==> src/hw/lsu_pkg.sv <==
package lsu_pkg;

   // channels sharing the ram.
   localparam int N_PORTS = 2;

   // data width, also the bit-cycles per serial phase.
   localparam int XLEN = 32;

   // word address bits, 256 words.
   localparam int RAM_AW = 8;

   localparam int CNT_W = $clog2(XLEN);
   localparam int ARB_W = (N_PORTS > 1) ? $clog2(N_PORTS) : 1;

   typedef logic [XLEN-1:0] word_t;

   typedef logic [3:0] sel_t;

   // bit 2 set is zero-extend, bits 1:0 are the size.
   typedef logic [2:0] funct3_t;

   // low two bits are the byte position.
   typedef logic [RAM_AW+1:0] addr_t;

endpackage

==> src/hw/serial_mem_if.sv <==
module serial_mem_if (
   input  logic             i_clk,
   input  logic             i_arst_n,
   input  logic             i_en,
   input  logic             i_init,
   input  logic             i_cmd,
   input  logic [1:0]       i_bytecnt,
   input  lsu_pkg::funct3_t i_funct3,
   input  logic [1:0]       i_lsb,
   input  logic             i_rs2,
   input  lsu_pkg::word_t   i_wb_rdt,
   input  logic             i_wb_ack,
   output logic             o_rd,
   output logic             o_misalign,
   output lsu_pkg::word_t   o_wb_dat,
   output lsu_pkg::sel_t    o_wb_sel,
   output logic             o_wb_we
);

   logic [7:0] lane [4];
   logic [3:0] lane_en;
   logic [1:0] bytepos;
   logic [1:0] dat_sel;
   logic       dat_cur;
   logic       dat_valid;
   logic       signbit;
   logic       is_signed;
   logic       is_word;
   logic       is_half;
   logic       is_byte;
   logic       wbyte0;
   logic       wbyte1;
   logic       wbyte2;
   logic       wbyte3;

   assign is_signed = ~i_funct3[2];
   assign is_word   = i_funct3[1];
   assign is_half   = i_funct3[0];
   assign is_byte   = ~|i_funct3[1:0];

   // upper byte counts read their own lane, lower ones are offset.
   assign dat_sel = i_bytecnt[1] ? i_bytecnt : (i_bytecnt | bytepos);
   assign dat_cur = lane[dat_sel][0];

   // still inside the loaded width.
   assign dat_valid = is_word | (i_bytecnt == 2'b00) | (is_half & ~i_bytecnt[1]);
   assign o_rd      = dat_valid ? dat_cur : (signbit & is_signed);

   // replication during init.
   // byte 0 goes to every lane, later bytes only where the position allows.
   assign wbyte0 = (i_bytecnt == 2'b00);
   assign wbyte1 = (i_bytecnt == 2'b01) & ~bytepos[0];
   assign wbyte2 = (i_bytecnt == 2'b10) & ~bytepos[1];
   assign wbyte3 = (i_bytecnt == 2'b11) & ~bytepos[1];

   assign lane_en[0] = i_en & (i_init ? wbyte0 : (dat_sel == 2'd0));
   assign lane_en[1] = i_en & (i_init ? (wbyte0 | wbyte1) : (dat_sel == 2'd1));
   assign lane_en[2] = i_en & (i_init ? (wbyte0 | wbyte2) : (dat_sel == 2'd2));
   assign lane_en[3] = i_en & (i_init ? (wbyte0 | wbyte1 | wbyte3) : (dat_sel == 2'd3));

   assign o_wb_sel[3] = is_word | (is_half & bytepos[1]) | (bytepos == 2'b11);
   assign o_wb_sel[2] = is_word | (bytepos == 2'b10);
   assign o_wb_sel[1] = ((is_word | is_half) & ~bytepos[1]) | (bytepos == 2'b01);
   assign o_wb_sel[0] = (bytepos == 2'b00);

   assign o_wb_dat = {lane[3], lane[2], lane[1], lane[0]};
   assign o_wb_we  = i_cmd;

   always_ff @(posedge i_clk) begin
      if (i_init)
         bytepos <= i_lsb;
      for (int b = 0; b < 4; b++) begin
         if (i_wb_ack && !i_cmd)
            lane[b] <= i_wb_rdt[8*b +: 8];
         else if (lane_en[b])
            lane[b] <= {i_rs2, lane[b][7:1]};
      end
      // last bit read inside the width, used for sign fill.
      if (i_en && !i_init && dat_valid)
         signbit <= dat_cur;
   end

   // held after init until the next command.
   always_ff @(posedge i_clk or negedge i_arst_n) begin
      if (!i_arst_n)
         o_misalign <= 1'b0;
      else if (i_init)
         o_misalign <= (bytepos[0] & ~is_byte) | (bytepos[1] & is_word);
   end

   // a misaligned access never reaches memory.
   a_aligned_on_ack: assert property (@(posedge i_clk) disable iff (!i_arst_n)
      i_wb_ack |-> !o_misalign);

endmodule

==> config.mk <==
export PLATFORM = sky130hd
export DESIGN_NAME = serial_mem_if
export DESIGN_NICKNAME = d
export VERILOG_FILES = /design/src/hw/lsu_pkg.sv /design/src/hw/serial_mem_if.sv
export SDC_FILE = /design/constraint.sdc
export NUM_CORES = 1
export LEC_CHECK = 0
export ABC_AREA = 1
export BUFFER_PORTS_ARGS = -buffer_cell sky130_fd_sc_hd__buf_2
export CAP_MARGIN = 20
export CORE_MARGIN = 2
export CORE_UTILIZATION = 43
export CTS_CLUSTER_DIAMETER = 60
export CTS_CLUSTER_SIZE = 40
export DETAILED_ROUTE_END_ITERATION = 8
export PLACE_DENSITY = 0.77
export SETUP_SLACK_MARGIN = 0.3
export SLEW_MARGIN = 15
export SYNTH_ARGS = -nofsm -noshare
export SYNTH_HDL_FRONTEND = slang
export SYNTH_SLANG_ARGS = --single-unit
==> constraint.sdc <==
create_clock -name i_clk -period 1.99 [get_ports i_clk]
set_input_delay 0.0995 -clock i_clk [delete_from_list [all_inputs] [get_ports i_clk]]
set_output_delay 0.0995 -clock i_clk [all_outputs]
set_load 0.005 [all_outputs]
---- After elaboration in Yosys (flattened, before gate mapping) ----
Memories as Yosys holds them, arrays and structs flattened.
Cells that the tools add are included.
word-level totals
  flip-flop bits (word level) ............. 4
  memory bits (writable) .................. 32
  input bits .............................. 46
  memories kept ........................... 1
cells by class
  equal/unequal tests ..................... 9
  mux-type cells .......................... 24
  bitwise gates (word level) .............. 33
  reduce and logical (&&, ||, !) cells .... 9
memories
  memory  depth  width  read ports  clocked after memory_dff  write ports  RTL line             text
  lane    4      8      5           0                         4            serial_mem_if.sv:20  logic [7:0] lane [4];
operators by type and width
  cell                number
  $mux 8              4
  $mux 1              19
  $or 1x1->1          15
  $and 1x1->1         13
  $eq 2x2->1 const B  6
  $eq 2x1->1 const B  3
  $logic_not 2->1     3
  $not 1->1           4
  $logic_and 1x1->1   3
  $logic_not 1->1     2
  $mux 2              1
  $or 2x2->2          1
  $reduce_or 2->1     1

---- Depth between registers and ports, before layout ----
Gate-level depths: netlist of the first run.
  depth in word-level cells ............... 10
  depth in mapped cells ................... 9

---- Worst setup path before layout of the first run ----
No wires, ideal clock.
  path kind ............................... reg2reg
  start point ............................. reg bytepos[0]
  end point ............................... mem lane[3][0] (enable)
  setup time .............................. 0.384 ns
  arrival ................................. 1.536 ns
  path slack .............................. 0.070 ns
  cell stages (with the launch flop) ...... 6
  path buffers ............................ 0
  cells stage by stage .................... edfxtp_1 > inv_1 > nand2_1 > nand3_1 > nand2_1 > o21ai_0
RTL lines
  element                 RTL line             text
  from (decl)             serial_mem_if.sv:22  logic [1:0] bytepos;
  from (signal assigned)  serial_mem_if.sv:71  bytepos <= i_lsb;
  to (decl)               serial_mem_if.sv:20

==> impl_metrics.tcl, run 1 <==
set metrics [dict create \
    outcome "completed" \
    n_antenna_cell 0 \
    maxCapViolations 0 \
    overflow 0 \
    clockRootBuffer "clkbuf_8" \
    tightest_slew_ps 375 \
    post-route-drc-count 0 \
    p_leak_nw 1.25 \
    p_int_w 0.00132 \
    antenna_found_initial 0 \
    dp_hpwl_um 3450 \
    cp.arrival_ps 1580 \
    place_congestion 0.927 \
    area_growth_pct 32.3 \
    drive_gt1_frac 0.424 \
    finalCriticalPeriod_ps 1610 \
    htree_levels 2 \
    grt_pass1_wl_um 7190 \
    ys_seq_elements 36 \
    track_usage 0.184 \
    synth_area_leaders "edfxtp_1 54%, nand2_1 14%, nand4_1 5.8%" \
    vias_per_cell 5.13 \
    finalHoldViolCount 0 \
    worst-path-buf-inv 1 \
    vias 1780 \
    port_buffers 84 \
    grt_pass1_vias 1574 \
    finalClockSkew_ps 3.77 \
    slew_violations 0 \
    synth_fp_nets 246 \
    die_h_um 71.2 \
    tritoncts "yes" \
    yosysWarnings 0 \
    reg2reg_to "lane[3][6]" \
    setup_viol 0 \
    cp_slowest_cell "edfxtp_1" \
    crit_path_start_kind "flop" \
    fin_cells 347 \
    pin_count 85 \
    criticalPathCategory "flop to flop" \
    hold_path_startpoint "i_init" \
    grt_max_degree 33 \
    rows 24 \
    syn_inst 200 \
    reg2reg_slack_ps 380 \
    placed_cells 334 \
    cp_cell_sequence "inv_2, nand2_1, nand3_1, nand2_2, o21ai_4" \
    synth_top_cell_by_area "edfxtp_1" \
    nets 340 \
    clk_path_buf_depth 2 \
    clock_power_share 0.273 \
    crit_path_end_kind "flop" \
    power_switching_share 0.275 \
    core_um2 4350 \
    syn_avg_cell_area_um2 9.72 \
    hold_path_end "bytepos[1]" \
    rr_worst_depth 5 \
    first_iter_violations 144 \
    rsz0062_at_grt "true" \
    power.density_nw_per_um2 707 \
    syn_area_um2 1940 \
    crit_path_max_fanout 8 \
    die_area_um2 5070 \
    routed_wl_um 4570 \
    max_slew_margin 0.750 \
    start_util 0.446 \
    fin_crit_sh 0.809 \
    dr.pass1.iters 4 \
    die_x_um 71.2 \
    tns_ps 0 \
    wl_per_cell_um 13.2 \
    ir_drop_mv 0.347 \
    netSwitchingPower_w 0.000500 \
    pwr-share-seq 0.528 \
    synth.top_cell.area_share 0.541 \
    cts.sinks 36 \
    seq_area_frac_synth 0.554 \
    cpLargestDelayFamily "flip-flops" \
    crit_cells 5 \
    hold_class "input pin to flop" \
    clkTransAtPathRegs_ps 70 \
    r2r-start "bytepos[0]" \
    hold_path_depth 1 \
    critPathRequiredTime_ps 1960 \
    fmax_mhz 621 \
    clk-insertion-delay-late_ps 290 \
    slowest_delay_ps 500 \
    ys_types 26 \
    ant_nets 0 \
    comb_power_share 0.199 \
    cts_buffers 5 \
]
-- metrics by stage --
| step | hold WS (ps) | area [um2] | setup WS, ps | util | total power, W |
|---|---|---|---|---|---|
| after floorplan | -196 | 1950 | 444 | - | 0.00116 |
| after global placement | -124 | 2420 | 340 | 0.557 | 0.00131 |
| after detailed placement | -124 | 2420 | 276 | 0.557 | 0.00132 |
| after global routing | 50.0 | 2570 | 293 | 0.590 | 0.00191 |
| after CTS | 50.3 | 2540 | 300 | 0.584 | 0.00182 |
| final | 56.6 | 2570 | 381 | 0.590 | 0.00182 |
-- cell usage in the layout, fill, tap and decap left out --
cell	instances
buf_2	84
nand2_1	70
edfxtp_1	35
nand4_1	18
inv_1	15
nand3_1	15
o21ai_2	8
clkbuf_8	5
buf_4	5
inv_2	4
nand2_2	4
nor2_4	3
nor2_1	3
dlygate4sd3_1	3
a21oi_4	2
nand2_4	2
o21ai_4	2
nand3_4	2
o21ai_0	2
a21oi_1	2
clkbuf_1	2
clkinv_2	1
nor2_2	1
nor3_2	1
nand4_2	1
a211oi_1	1
a22oi_1	1
o31ai_1	1
clkinv_1	1
dfrtp_1	1
-- routing by layer --
metal,vias up,share of wire,global-route usage
li1,880,-,-
met1,804,0.44,0.247
met2,86,0.45,0.279
met3,10,0.091,0.0534
met4,0,0.022,0.0818
met5,-,0,0
-- synthesized netlist by cell type --
| cell type | number |
|---|---|
| a22oi_1 | 1 |
| nor3_2 | 1 |
| buf_2 | 3 |
| clkinv_2 | 1 |
| dfrtp_1 | 1 |
| inv_1 | 16 |
| o31ai_1 | 1 |
| o21ai_2 | 8 |
| a21oi_4 | 2 |
| o21ai_4 | 1 |
| a21oi_1 | 2 |
| nor2_4 | 2 |
| a211oi_1 | 1 |
| nand3_1 | 15 |
| nand2_4 | 2 |
| nand3_4 | 2 |
| nand4_1 | 18 |
| o21ai_0 | 3 |
| buf_4 | 2 |
| nor2_1 | 3 |
| inv_2 | 3 |
| nor2_2 | 2 |
| nand2_1 | 73 |
| nand4_2 | 1 |
| nand2_2 | 1 |
| edfxtp_1 | 35 |
-- cell families (layout without fill, tap and decap cells) --
| kind of cell | Yosys count | after routing | synth area share |
|---|---|---|---|
| DFF | 36 | 36 | 0.554 |
| and+or+nand+nor | 120 | 120 | 0.306 |
| buffers and inverters | 25 | 120 | 0.0547 |
| AOI/OAI and AO/OA | 19 | 19 | 0.0856 |
-- sequential cells by signal, summed over array words and instances (netlist names) --
| name | count |
|---|---|
| bytepos | 2 |
| lane | 32 |
| o_misalign | 1 |
| signbit | 1 |
-- power groups by stage --
| stage | clock network (W) | registers, W | logic (W) |
|---|---|---|---|
| final | 0.000496 | 0.000959 | 0.000362 |
| after global routing | 0.000539 | 0.000967 | 0.000405 |
| after CTS | 0.000506 | 0.000959 | 0.000356 |
| after detailed placement | 0 | 0.000975 | 0.000347 |
| after global placement | 0 | 0.000974 | 0.000338 |
| after floorplan | 0 | 0.000975 | 0.000185 |
-- area by class of cell --
type                            count  area, um2
Clock inverter                      1       3.75
Clock buffer                        7       76.3
Tap cell                           52       65.1
Inverter                           20       76.3
Multi-Input combinational cell    139        785
Sequential cell                    36       1080
Timing Repair Buffer               92        488
Fill cell                         421       1780
-- what timing repair did --
| item | in CTS | in global routing |
|---|---|---|
| setup endpoints to repair | 16 | 21 |
| setup buffers | 0 | 2 |
| cloned | 0 | 0 |
| resized for setup | 2 | 4 |
| hold buffers | 3 | 0 |
| pin swaps | 0 | 3 |
| endpoints found under the hold margin | 3 | 0 |
-- worst max-delay path by stage --
stage,start,end
final,bytepos[0],lane[3][6]
after CTS,bytepos[1],lane[2][4]
after detailed placement,bytepos[0],lane[3][7]
after floorplan,bytepos[0],lane[1][0]
after global routing,bytepos[1],lane[2][4]
after global placement,bytepos[0],lane[3][7]
No activity file was read; power rests on OpenSTA's default activity.
==> run 2: changes to the inputs <==
--- a/config.mk
+++ b/config.mk
@@ -9,11 +9,11 @@
 export BUFFER_PORTS_ARGS = -buffer_cell sky130_fd_sc_hd__buf_2
 export CAP_MARGIN = 20
 export CORE_MARGIN = 2
-export CORE_UTILIZATION = 43
+export CORE_UTILIZATION = 47
 export CTS_CLUSTER_DIAMETER = 60
 export CTS_CLUSTER_SIZE = 40
 export DETAILED_ROUTE_END_ITERATION = 8
-export PLACE_DENSITY = 0.77
+export PLACE_DENSITY = 0.79
 export SETUP_SLACK_MARGIN = 0.3
 export SLEW_MARGIN = 15
 export SYNTH_ARGS = -nofsm -noshare
==> constraint.sdc (replaced) <==
create_clock -name i_clk -period 1.6 [get_ports i_clk]
set_input_delay 0.08 -clock i_clk [delete_from_list [all_inputs] [get_ports i_clk]]
set_output_delay 0.08 -clock i_clk [all_outputs]
set_load 0.005 [all_outputs]
==> run 2 against run 1 <==
  * The flow now finishes with violations (negative setup slack)
  * Fmax is essentially flat
  * Combinational power grew 48%
  * Setup slack lost 390 ps
==> impl_metrics.tcl, run 2 (synthesized netlist as in run 1, its figures left out) <==
set metrics [dict create \
    fin_cells 355 \
    grt.met3_usage 0.0477 \
    post-route-util 0.700 \
    hold_class "input pin to flop" \
    track_usage 0.212 \
    dr.pass1.iters 4 \
    core_um2 4000 \
    regMostFlops "lane" \
    post-route-drc-count 0 \
    first_iter_violations 84 \
    reg2reg_slack_ps -9 \
    die_x_um 68.3 \
    grt_pass1_vias 1626 \
    ir_drop_mv 0.519 \
    rr_worst_depth 5 \
    clkTransAtPathRegs_ps 70 \
    largest_registers "lane x32, bytepos x2" \
    largest_reg_flops 32 \
    power.density_nw_per_um2 836 \
    fin_ws_ps -9.24 \
    grtUsageMet1 0.279 \
    dp_hpwl_um 3280 \
    area_growth_pct 44.1 \
    ant_nets 0 \
    die_area_um2 4660 \
    clk_path_buf_depth 2 \
    critPathRequiredTime_ps 1560 \
    clockRootBuffer "clkbuf_8" \
    fmax_mhz 621 \
    vias 1812 \
    finalCriticalPeriod_ps 1610 \
    layout_common_cells "84 x buf_2, 51 x nand2_1, 35 x edfxtp_1, 18 x nand4_1, 17 x nand2_2" \
    reg2reg_to "lane[3][7]" \
    rows 23 \
    hold_path_depth 1 \
    cts.sinks 36 \
    grt_pass1_wl_um 7210 \
    place_congestion 0.811 \
    drive_gt1_frac 0.525 \
    start_util 0.486 \
    outcome "finished, violations left" \
    cts_buffers 5 \
    wl_per_cell_um 13.4 \
    crit_path_end_kind "flop" \
    criticalPathCategory "flop to flop" \
    fin_crit_sh 1.01 \
    die_h_um 68.3 \
    rsz0062_at_grt "true" \
    cp.arrival_ps 1570 \
    port_buffers 84 \
    hold_path_end "bytepos[1]" \
    grt_max_degree 33 \
    dpl_worst_slack_ps 101 \
    r2r-start "bytepos[1]" \
    hold_path_startpoint "i_init" \
    setup_viol 8 \
    htree_levels 2 \
    antenna_found_initial 0 \
    final_common_cell "buf_2" \
    routed_wl_um 4750 \
    slew_violations 0 \
    tritoncts "yes" \
    clk-insertion-delay-late_ps 290 \
    crit_path_start_kind "flop" \
    p_leak_nw 1.33 \
    nets 350 \
    gr-usage-met2 0.334 \
    vias_per_cell 5.10 \
    finalClockSkew_ps 6.94 \
    finalHoldViolCount 0 \
    failed_checks "negative setup slack" \
    tightest_slew_ps 289 \
    maxCapViolations 0 \
    top_usage_layer "met2" \
    overflow 0 \
    tns_ps -61.0 \
    placed_cells 335 \
    crit_path_max_fanout 8 \
    max_slew_margin 0.807 \
    n_antenna_cell 0 \
    pin_count 85 \
]
[run 2: changes by cell type in the layout (fill, tap and decap cells not counted), sizes merged]
cell and delta:
buf +10
[run 2: metal layers]
layer | vias up | part of all wire
met5 | - | 0
met4 | 0 | 0.016
met3 | 8 | 0.064
met2 | 73 | 0.49
met1 | 828 | 0.43
li1 | 903 | -
[run 2: report_power, final]
group          switching [W]  total, W  internal (W)
Clock               0.000308  0.000611      0.000303
Combinational       0.000300  0.000537      0.000237
Sequential         0.0000481   0.00119       0.00114
[run 2: cell type report]
| class | instances | area, um2 |
|---|---|---|
| inverters | 20 | 76.3 |
| clock buffers | 7 | 76.3 |
| fillers | 311 | 1200 |
| flip-flops and latches | 36 | 1080 |
| repair buffers | 102 | 602 |
| clock inverters | 1 | 3.75 |
| multi-input cells | 139 | 903 |
| well taps | 50 | 62.6 |
[run 2: how the worst max path moves through the flow]
stage	from	slack, ps	depth (start not counted)	to
floorplan	bytepos[0]	190	5	lane[2][0]
global placement	bytepos[0]	150	5	lane[3][6]
detailed placement	bytepos[1]	100	5	lane[3][5]
CTS	bytepos[1]	80	7	o_rd
global route	bytepos[1]	-90	5	lane[3][7]
finish	bytepos[1]	-9	5	lane[3][7]
[run 2: what timing repair did]
action | CTS | global route
buffers inserted | 3 | 6
hold buffers | 3 | 0
gates resized for setup | 11 | 23
pin swaps | 5 | 6
endpoints found under the setup margin | 65 | 69
hold endpoints to repair | 3 | 0
[run 2: worst max-delay path: stages, from the launching register on]
cell      delay, ps
edfxtp_1        490
inv_1           200
nand3_1         110
nand3_2         140
nand2_4          80
o21ai_4         260
[run 2: stage by stage]
step | cell area (um2) | power (W) | hold slack [ps]
6_report | 2800 | 0.00234 | 47.5
5_1_grt | 2800 | 0.00246 | 37.1
4_1_cts | 2670 | 0.00230 | 32.5
3_5_place_dp | 2500 | 0.00167 | -145
3_3_place_gp | 2500 | 0.00166 | -145
2_1_floorplan | 1990 | 0.00146 | -216
