**config.mk**
```make
export PLATFORM = sky130hd
export DESIGN_NAME = lsu_sequencer
export DESIGN_NICKNAME = d
export VERILOG_FILES = /design/src/hw/lsu_pkg.sv /design/src/hw/lsu_sequencer.sv
export SDC_FILE = /design/constraint.sdc
export NUM_CORES = 1
export LEC_CHECK = 0
export BUFFER_PORTS_ARGS = -buffer_cell sky130_fd_sc_hd__clkbuf_2
export CORE_UTILIZATION = 44
export DETAILED_ROUTE_END_ITERATION = 10
export PLACE_DENSITY_LB_ADDON = 0.12
export SYNTH_ARGS = -nofsm -noshare
export SYNTH_HDL_FRONTEND = slang
export SYNTH_SLANG_ARGS = --single-unit
```
**constraint.sdc**
```tcl
create_clock -name i_clk -period 1.8 [get_ports i_clk]
set_clock_uncertainty 0.05 [all_clocks]
set_input_delay 0.54 -clock i_clk [delete_from_list [all_inputs] [get_ports i_clk]]
set_output_delay 0.54 -clock i_clk [all_outputs]
set_load 0.05 [all_outputs]
```
**src/hw/lsu_pkg.sv**
```systemverilog
package lsu_pkg;

   // channels sharing the ram.
   localparam int N_PORTS = 2;

   // data width, also the bit-cycles per serial phase.
   localparam int XLEN = 32;

   // word address bits, 256 words.
   localparam int RAM_AW = 8;

   localparam int CNT_W = $clog2(XLEN);
   localparam int ARB_W = (N_PORTS > 1) ? $clog2(N_PORTS) : 1;

   typedef logic [XLEN-1:0] word_t;

   typedef logic [3:0] sel_t;

   // bit 2 set is zero-extend, bits 1:0 are the size.
   typedef logic [2:0] funct3_t;

   // low two bits are the byte position.
   typedef logic [RAM_AW+1:0] addr_t;

endpackage

```
**src/hw/lsu_sequencer.sv**
```systemverilog
module lsu_sequencer (
   input  logic                       i_clk,
   input  logic                       i_arst_n,
   input  logic                       i_start,
   input  logic                       i_we,
   input  lsu_pkg::funct3_t           i_funct3,
   input  lsu_pkg::addr_t             i_addr,
   input  logic                       i_wbit,
   input  logic                       i_misalign,
   input  logic                       i_ack,
   output logic                       o_en,
   output logic                       o_init,
   output logic                       o_cmd,
   output logic [1:0]                 o_bytecnt,
   output lsu_pkg::funct3_t           o_funct3,
   output logic [1:0]                 o_lsb,
   output logic                       o_rs2,
   output logic                       o_req,
   output logic [lsu_pkg::RAM_AW-1:0] o_word_addr,
   output logic                       o_wbit_req,
   output logic                       o_rbit_valid,
   output logic                       o_done,
   output logic                       o_misalign
);

   import lsu_pkg::*;

   typedef enum logic [2:0] {
      S_IDLE,
      S_INIT,
      S_REQ,
      S_READ,
      S_FIN
   } state_t;

   state_t           state;
   logic [CNT_W-1:0] cnt;
   addr_t            addr_q;
   logic             last_bit;
   logic             abort;

   assign last_bit = (cnt == CNT_W'(XLEN - 1));

   // misaligned access ends right after init, no memory request.
   assign abort = (state == S_REQ) & i_misalign;

   assign o_init       = (state == S_INIT);
   assign o_rbit_valid = (state == S_READ);
   assign o_en         = o_init | o_rbit_valid;
   assign o_wbit_req   = o_init;
   assign o_rs2        = o_init & i_wbit;
   assign o_bytecnt    = cnt[CNT_W-1:CNT_W-2];
   assign o_lsb        = addr_q[1:0];
   assign o_word_addr  = addr_q[RAM_AW+1:2];
   assign o_req        = (state == S_REQ) & ~i_misalign;
   assign o_done       = (state == S_FIN) | abort;
   assign o_misalign   = o_done & i_misalign;

   always_ff @(posedge i_clk or negedge i_arst_n) begin
      if (!i_arst_n) begin
         state <= S_IDLE;
         cnt   <= '0;
      end else begin
         // wraps back to zero at the end of each phase.
         if (o_en)
            cnt <= cnt + 1'b1;
         case (state)
            S_IDLE: begin
               if (i_start)
                  state <= S_INIT;
            end
            S_INIT: begin
               if (last_bit)
                  state <= S_REQ;
            end
            S_REQ: begin
               if (i_misalign)
                  state <= S_IDLE;
               else if (i_ack)
                  state <= o_cmd ? S_FIN : S_READ;
            end
            S_READ: begin
               if (last_bit)
                  state <= S_FIN;
            end
            default: state <= S_IDLE;
         endcase
      end
   end

   // command latched only when idle.
   always_ff @(posedge i_clk) begin
      if (state == S_IDLE && i_start) begin
         o_cmd    <= i_we;
         o_funct3 <= i_funct3;
         addr_q   <= i_addr;
      end
   end

   a_req_after_init: assert property (@(posedge i_clk) disable iff (!i_arst_n)
      $rose(o_req) |-> (state == S_REQ) && ($past(state) == S_INIT));

endmodule

```
Yosys cells after proc, flatten, opt, wreduce, memory -nomap -nowiden
Cells that the tools add are included.
{"block": "word_totals", "elab_cells": 32, "out_inout_bits": 24, "reg_bits": 22}
{"block": "classes", "muxes": 7, "reduce_logical": 3, "bitwise_logic": 7, "n_addsub": 1, "n_eq_ne": 9}
{"op": "$mux W3", "n": 6}
{"op": "$pmux W3 S4", "n": 1}
{"op": "$eq A3 B2 Y1 const B", "n": 2}
{"op": "$add A5 B1 Y5 const B", "n": 1}
{"op": "$eq A5 B5 Y1 const B", "n": 1}
{"op": "$and A1 B1 Y1", "n": 4}
{"op": "$ne A2 B1 Y1 const B", "n": 2}
{"op": "$reduce_and A4 Y1", "n": 1}
{"op": "$eq A3 B1 Y1 const B", "n": 1}
{"op": "$eq A3 B3 Y1 const B", "n": 1}
{"op": "$logic_not A3 Y1", "n": 1}
{"op": "$ne A3 B3 Y1 const B", "n": 1}
{"op": "$ne A2 B2 Y1 const B", "n": 1}
{"op": "$or A1 B1 Y1", "n": 2}
{"op": "$logic_and A1 B1 Y1", "n": 1}
{"op": "$not A1 Y1", "n": 1}

Depth between registers and ports, before layout
Gate-level depths: netlist of the first run.
{"block": "logic_depth", "word_depth": 4, "ltp_mapped": 6, "depth_no_buf": 6}

Worst setup path after synthesis of the first run
Ideal clock, no wire load.
{"block": "synth_path", "kind": "register to output", "start": "reg state[1]", "end": "out o_req", "path_buffers": 0, "path_stages_with_launch": 3, "setup_slack_ns": -0.833, "t_arrival_ns": 2.043, "cell_sequence": "dfrtp_1 > inv_1 > nor4_1"}
{"block": "synth_between", "elab_chain_cells": 2}
{"element": "from (decl)", "line": "lsu_sequencer.sv:36", "text": "state_t state;"}
{"element": "from (signal assigned)", "line": "lsu_sequencer.sv:80", "text": "state <= o_cmd ? S_FIN : S_READ;"}
{"element": "$eq A3 B2 Y1", "line": "lsu_sequencer.sv:55", "text": "assign o_req = (state == S_REQ) & ~i_misalign;"}
{"element": "$and A1 B1 Y1", "line": "lsu_sequencer.sv:55"}
{"element": "to (decl)", "line": "lsu_sequencer.sv:18", "text": "output logic o_req,"}
Every way passes these cells.

Worst setup path in the final report of the first run
{"block": "layout_path", "start": "reg state[2]", "end": "out o_misalign"}
{"block": "layout_between", "elab_chain_cells": 4, "elab_cells_between_ends": 5, "classes_between": "eq/ne (2); bitwise (3)"}
{"element": "$eq A3 B2 Y1", "line": "lsu_sequencer.sv:45", "text": "assign abort = (state == S_REQ) & i_misalign;"}
{"element": "$and A1 B1 Y1", "line": "lsu_sequencer.sv:45"}
{"element": "$or A1 B1 Y1 (*)", "line": "lsu_sequencer.sv:56", "text": "assign o_done = (state == S_FIN) | abort;"}
{"element": "$and A1 B1 Y1 (*)", "line": "lsu_sequencer.sv:57", "text": "assign o_misalign = o_done & i_misalign;"}
{"element": "to (decl)", "line": "lsu_sequencer.sv:23", "text": "output logic o_misalign"}
Every way passes the cells marked *; elsewhere a longest branch is shown, timed or not.

==> results by group, run 1 <==
Power and ir drop
  • Seq pwr share: 0.367
  • Overall power: 2.077 mW
  • Psw: between 0.9 and 1 mW
  • VDD IR-drop max: 0.9713 mV
  • Switching portion of total power: 0.4370
  • Clock power share: 0.106
  • Pwr Density: 1610 mW/mm²
  • Combinational share of power: 0.527
  • P_leak: 0.5683 nW
  • Internal power: 1.169 mW

Worst setup path
  • RR Startpoint: cnt[0]$_DFFE_PN0P_
  • Worst Path Class, Setup: flop to primary output
  • Worst-path maximum fanout: 3
  • Worst r2r path cells: 6
  • Critical path capture point type: primary output
  • Req. time, crit path: 1210 ps
  • CP Data Arrival Time: 1410 ps
  • Crit start category: flop
  • Flop-to-flop setup slack: between 200 and 250 ps
  • Worst R2R End: state[1]$_DFFE_PN0P_

Global route
  • First-pass GRT wire length: 2373 µm
  • Grt total ovfl: 0
  • Vias in the first global route: ~580
  • Initial antenna violation count: 0
  • Total Routing Usage GR: 0.1589
  • Pin count of the biggest net entering global routing: 15

Layout
  • Fraction of layout cells with a size suffix above 1: 0.6091
  • Area Overhead vs Synth: 41.04%
  • Antenna cells: 0
  • Total Nets Final: 133
  • Fin area: between 0.001 and 0.0015 mm²

STA
  • Part of the cycle the worst path needs: 1.111
  • Final setup violation count: 8
  • Final Hold Viols: 0
  • Minimum clock period: 2000 ps
  • Total count of max-transition violations in the final report: 0
  • Highest Clock Rate: 0.5000 GHz
  • Worst-margin pin slew: 286.0 ps
  • Setup TNS: -1004 ps
  • Max_slew headroom: 0.8068
  • Final worst setup slack: -200.0 ps
  • RSZ-0062 raised after global routing: yes

Detailed routing
  • DRT Pass-1 Iters: 3
  • Via Count: around 660
  • DRT Wirelength: between 1500 and 2000 µm
  • Post-DRT Antenna Nets: 0
  • Met2 WL: 889 µm
  • DRC viols: 0
  • Met3 Wirelength: 60 µm
  • DR WL/cell: 11.94 µm
  • Post-Route M1 WL: 673 µm
  • Max Used Layer: met4
  • First DRT Iteration DRCs: 6
  • Via/cell ratio: 4.810

Placement
  • DPL Wire Length: between 1000 and 1500 µm
  • Port Buffers: 43
  • GP Congestion: 0.7600
  • Placed instance area: ~0.0012 mm²
  • Pre-CTS WS: -111.8 ps

Yosys
  • Post-synth cell types: 28
  • Compound-Gate Fraction of Synth Area: 0.03967
  • Mapped cell area: 914.6 µm²
  • Mux contribution to synthesized area: 0.03283
  • Syn Area/Cell: 14.99 µm²
  • Post-synth EDFFs: 14
  • Ys Warns: 0
  • Fraction of registers with async set/reset: 0.3636
  • Post-synthesis sequential area ratio: 0.6785
  • Syn nets: 83
  • Cells after Synth: 61
  • Largest family of logic cells by synthesized area: simple AND/OR/NAND/NOR gates
  • Post-synthesis xor/xnor area fraction: 0.02873
  • Yosys reg bits: 22
  • Main synth FF type: edfxtp_1
  • Synthesized-area fraction occupied by adder cells: 0.02736
  • Synth Area in Simple Gates: 0.1395

CTS
  • Hold buffers post-CTS: 0
  • Clk pin slew, worst setup/hold paths: 120 ps
  • TritonCTS clock tree: done
  • Root buffer cell: clkbuf_4
  • CTS Sinks: 22
  • Clock latency on the worst-skew pair: 300 ps
  • H-tree level count: 1
  • CTS Buf Count: 3
  • Clk buf depth: 2

Floorplanning
  • Starting density of the core: 0.4662
  • Die area: around 0.0023 mm²
  • FP Rows: 16
  • Die X: 47.59 µm
  • I/O pin total: 44
  • Core area: 0.001962 mm²
  • Die H: 47.59 µm

Hold path
  • HP Class: primary input to asynchronous set/reset pin

Job
  • Max cap viols: 0

Status
  • Failing checks: setup timing
  • Outcome: finished, violations left
==> worst max-delay path: stages, from the launching register on <==
cell,delay (ps)
dfrtp_2,450
nand3b_1,210
a21oi_4,150
and2_4,160
clkbuf_16,150
==> per-stage QoR <==
step	hold WS [ps]	util	cells
finish	11.76	0.6575	137
global route	14.28	0.6575	137
CTS	16.57	0.6511	137
detailed placement	348.9	0.6091	132
global placement	345.0	0.6091	132
floorplan	194.4	-	61
==> flip-flops by register name (all words and copies together) (netlist names) <==
| name | cells |
|---|---|
| o_funct3 | 3 |
| state | 3 |
| cnt | 5 |
| addr_q | 10 |
| o_cmd | 1 |
==> cell type report <==
type,count,area [µm²]
Inverter,1,6.256
Tap cell,27,33.78
Multi-Input combinational cell,33,282.8
Fill cell,161,671.9
Clock buffer,4,26.28
Timing Repair Buffer,50,316.6
Sequential cell,22,624.3
==> cells in the mapped netlist, drive strengths merged, types with 2 or more instances <==
cell,number,share of area
edfxtp,14,0.46
dfrtp,8,0.22
buf,5,0.049
a21oi,4,0.022
and2,3,0.023
and3,3,0.022
nor3,3,0.016
ha,2,0.027
mux2,2,0.033
nor2b,2,0.016
xnor2,2,0.019
==> worst max path at each step <==
stage,slack (ps),cells after the start,endpoint,from
floorplan,-130,3,o_misalign,state[2]$_DFFE_PN0P_
global placement,-90,5,o_misalign,i_misalign
detailed placement,-110,5,o_misalign,i_misalign
CTS,-200,4,o_misalign,state[2]$_DFFE_PN0P_
global route,-260,3,o_rs2,state[0]$_DFFE_PN0P_
finish,-200,4,o_misalign,state[2]$_DFFE_PN0P_
==> metal layers <==
layer | GRT usage | vias to the layer above
met2 | 0.2986 | 21
met1 | 0.1711 | 316
met4 | 0.08333 | 0
met5 | 0 | -
met3 | 0.02264 | 2
li1 | - | 320
==> power by group through the flow <==
stage,Sequential [mW],Clock (mW),Combinational (mW)
after global routing,0.781,0.242,1.18
after floorplan,0.822,0,0.838
after detailed placement,0.764,0,1.02
final,0.762,0.221,1.09
after CTS,0.754,0.230,1.09
after global placement,0.764,0,1.02
==> timing repair <==
item | 4_1_cts | 5_1_grt
buffers inserted | 1 | 0
resized for setup | 13 | 6
pin swaps | 1 | 1
hold endpoints to repair | 0 | 0
endpoints found under the setup margin | 8 | 8
==> layout by cell type (no fill, tap or decap), types with 3 or more instances in the layout <==
cell      count
a21oi_1       3
dfrtp_2       3
dfrtp_1       5
buf_4         7
edfxtp_1     14
clkbuf_4      8
clkbuf_2     35
nor3_1        3
==> logic make-up (layout without fill, tap and decap cells) <==
logic type               after synthesis  in the layout
flip-flops                            22             22
adder cells (fa/ha/maj)                2              2
AND/OR/NAND/NOR                       20             20
multiplexers                           2              2
buffers and inverters                  6             55
AO/OA/AOI/OAI                          6              6
XOR/XNOR                               3              3
Note: power is estimated with default switching activity, not from simulation.
==> inputs of run 2 (changes only) <==
--- a/config.mk
+++ b/config.mk
@@ -6,7 +6,7 @@
 export NUM_CORES = 1
 export LEC_CHECK = 0
 export BUFFER_PORTS_ARGS = -buffer_cell sky130_fd_sc_hd__clkbuf_2
-export CORE_UTILIZATION = 44
+export CORE_UTILIZATION = 40
 export DETAILED_ROUTE_END_ITERATION = 10
 export PLACE_DENSITY_LB_ADDON = 0.12
 export SYNTH_ARGS = -nofsm -noshare
==> constraint.sdc (replaced) <==
create_clock -name i_clk -period 1.6 [get_ports i_clk]
set_clock_uncertainty 0.05 [all_clocks]
set_input_delay 0.48 -clock i_clk [delete_from_list [all_inputs] [get_ports i_clk]]
set_output_delay 0.48 -clock i_clk [all_outputs]
set_load 0.05 [all_outputs]
==> run 2 against run 1 <==
The run still ends with setup timing left. Combinational power grew 28%. Register-to-register slack lost 120 ps. Sequential share of layout area shrank 2.3 points. Via count grew 2.7%. Critical path depth is the same. Wire length grew 14%. Final cell count grew 5.8%. Total power grew 19%. First-iteration DRC count shrank 67%. Count of clock-buffer cells in the layout is the same. Cell area grew 4.7%. Clock power grew 12%. Critical path type unchanged. Highest routed layer unchanged.
==> results by group, run 2 (synthesis results as in run 1) <==
Status
  • Outcome: finished, violations left (unchanged)
  • Failing checks: setup timing (unchanged)

Power and ir drop
  • Internal power: 1.402 mW (was 1.169 mW)
  • Pwr Density: 1827 mW/mm² (was 1610 mW/mm²)
  • Seq pwr share: 0.335 (was 0.367)
  • Clock power share: 0.100 (was 0.106)
  • Switching portion of total power: 0.4316 (was 0.4370)
  • VDD IR-drop max: 1.350 mV (was 0.9713 mV)
  • Combinational share of power: 0.564 (was 0.527)
  • Psw: 1.064 mW (was 0.9076 mW)
  • P_leak: 0.5998 nW (was 0.5683 nW)

STA
  • Final setup violation count: 8 (unchanged)
  • Max_slew headroom: 0.8119 (was 0.8068)
  • Part of the cycle the worst path needs: 1.228
  • RSZ-0062 raised after global routing: yes (unchanged)
  • Final worst setup slack: -365.4 ps (was -200.0 ps)
  • Highest Clock Rate: 0.5088 GHz
  • Final Hold Viols: 0 (unchanged)
  • Worst-margin pin slew: 283.3 ps (was 286.0 ps)
  • Final hold slack: 297.2 ps (was 11.76 ps)
  • Total count of max-transition violations in the final report: 0 (unchanged)
  • Minimum clock period: 1965 ps

CTS
  • Clk buf depth: 2 (unchanged)
  • CTS Sinks: 22 (unchanged)
  • Clock latency on the worst-skew pair: 300 ps (about the same)
  • CTS Buf Count: 3 (unchanged)
  • H-tree level count: 1 (unchanged)
  • Root buffer cell: clkbuf_4 (unchanged)
  • TritonCTS clock tree: done (unchanged)
  • Clk pin slew, worst setup/hold paths: 110 ps (was 120 ps)

Layout
  • Most frequent cells in the layout: 35 x clkbuf_2, 14 x edfxtp_1, 13 x buf_4 (was 35 x clkbuf_2, 14 x edfxtp_1, 8 x clkbuf_4)
  • Area Overhead vs Synth: 47.61% (was 41.04%)
  • Reg with most FFs: addr_q (unchanged)
  • Largest register FFs: 10 (unchanged)
  • Antenna cells: 0 (unchanged)
  • Total Nets Final: 141 (was 133)
  • Top Registers: addr_q x10, cnt x5 (unchanged)
  • Fraction of layout cells with a size suffix above 1: 0.6271 (was 0.6091)
  • Most common cell after layout, fill and taps aside: clkbuf_2 (unchanged)
  • Filler Cell Count: 159 (was 161)
  • Fin area: 0.001350 mm² (was 0.001290 mm²)
  • Final Util: 0.6547 (was 0.6575)

Worst setup path
  • Worst Path Class, Setup: flop to primary output (unchanged)
  • Flop-to-flop setup slack: 100 ps (was 220 ps)
  • Crit path from: state[2]$_DFFE_PN0P_ (unchanged)
  • Worst-path maximum fanout: 4 (was 3)
  • Critical path capture point type: primary output (unchanged)
  • Crit path to: o_misalign (unchanged)
  • RR Startpoint: state[0]$_DFFE_PN0P_ (was cnt[0]$_DFFE_PN0P_)
  • Req. time, crit path: 1070 ps (was 1210 ps)
  • Crit start category: flop (unchanged)
  • Worst R2R End: o_funct3[2]$_DFFE_PP_ (was state[1]$_DFFE_PN0P_)
  • Worst r2r path cells: 5 (was 6)
  • CP Data Arrival Time: 1440 ps (was 1410 ps)

Detailed routing
  • Via Count: 677 (was 659)
  • DRT Pass-1 Iters: 2 (was 3)
  • Via/cell ratio: 4.669 (was 4.810)
  • First DRT Iteration DRCs: 2 (was 6)
  • DR WL/cell: 12.92 µm (was 11.94 µm)
  • DRC viols: 0 (unchanged)
  • Post-DRT Antenna Nets: 0 (unchanged)
  • DRT Wirelength: 1873 µm (was 1636 µm)

Floorplanning
  • I/O pin total: 44 (unchanged)
  • Die X: 49.82 µm (was 47.59 µm)
  • Starting density of the core: 0.4436 (was 0.4662)
  • Die H: 49.82 µm (was 47.59 µm)
  • Core area: 0.002062 mm² (was 0.001962 mm²)
  • FP Rows: 16 (unchanged)
  • Die area: 0.002482 mm² (was 0.002265 mm²)

Hold path
  • HP Class: primary input to flop (was primary input to asynchronous set/reset pin)

Placement
  • DPL Wire Length: 1406 µm (was 1232 µm)
  • GP Congestion: 0.8564 (was 0.7600)
  • Placed instance area: 0.001244 mm² (was 0.001195 mm²)
  • Pre-CTS WS: -199.4 ps (was -111.8 ps)
  • Port Buffers: 43 (unchanged)

Global route
  • Initial antenna violation count: 0 (unchanged)
  • Pin count of the biggest net entering global routing: 13 (was 15)
  • Grt total ovfl: 0 (unchanged)
  • Vias in the first global route: 712 (was 576)
  • Total Routing Usage GR: 0.1751 (was 0.1589)
  • First-pass GRT wire length: 3139 µm (was 2373 µm)

Job
  • Max cap viols: 0 (unchanged)
## run 2: cell count changes in the layout (fill, tap and decap cells not counted), moves of 2 or more
| cell | change |
|---|---|
| dfrtp_1 | +2 |
| ha_2 | +2 |
| buf_4 | +6 |
| ha_1 | -2 |
| dfrtp_2 | -2 |
## run 2: worst min path at each step
stage	slack [ps]	startpoint	cells past startpoint	end
floorplan	130	i_arst_n	0	cnt[0]$_DFFE_PN0P_
global placement	280	i_arst_n	1	cnt[4]$_DFFE_PN0P_
detailed placement	280	i_arst_n	1	state[0]$_DFFE_PN0P_
CTS	280	i_funct3[0]	1	o_funct3[0]$_DFFE_PP_
global route	270	i_addr[2]	1	addr_q[2]$_DFFE_PP_
finish	300	i_funct3[0]	1	o_funct3[0]$_DFFE_PP_
## run 2: per-layer routing
layer  global-route usage  wire [µm]  up-vias
met3              0.02778         86        4
met2               0.3266       1020       24
met5                    0          0        -
met1               0.1826        724      316
li1                     -          -      333
met4               0.1000         41        0
## run 2: timing repair
action	4_1_cts	5_1_grt
pin swaps	1	2
gates cloned	0	0
buffers inserted	2	0
endpoints found under the hold margin	8	0
gates resized for setup	13	3
hold buffers	1	0
setup endpoints to repair	8	23
## run 2: power by group through the flow
stage               clock [mW]  sequential, mW  combinational (mW)
finish                   0.247           0.827                1.39
global route             0.279           0.847                1.48
CTS                      0.263           0.824                1.38
detailed placement           0           0.836                1.28
global placement             0           0.831                1.25
floorplan                    0           0.925               0.968
## run 2: cell type report
type	count	area (µm²)	share of cell area
multi-input cells	33	286.5	0.2122
inverters	1	3.754	0.002780
well taps	27	33.78	0.02502
repair buffers	58	377.9	0.2799
clock buffers	4	26.28	0.01946
flip-flops and latches	22	621.8	0.4606
## run 2: worst max-delay path, stage by stage (launching register included)
cell and delay, ps:
dfrtp_2 440, nand3b_1 220, a21oi_4 160, and2_4 160
clkbuf_16 150
## run 2: stage by stage
| stage | TNS, ps | total power [mW] | std cells |
|---|---|---|---|
| after floorplan | -527.8 | 1.893 | 61 |
| after global placement | -284.4 | 2.084 | 138 |
| after detailed placement | -374.3 | 2.116 | 138 |
| after CTS | -2326 | 2.466 | 145 |
| after global routing | -2844 | 2.608 | 145 |
| final | -2241 | 2.466 | 145 |
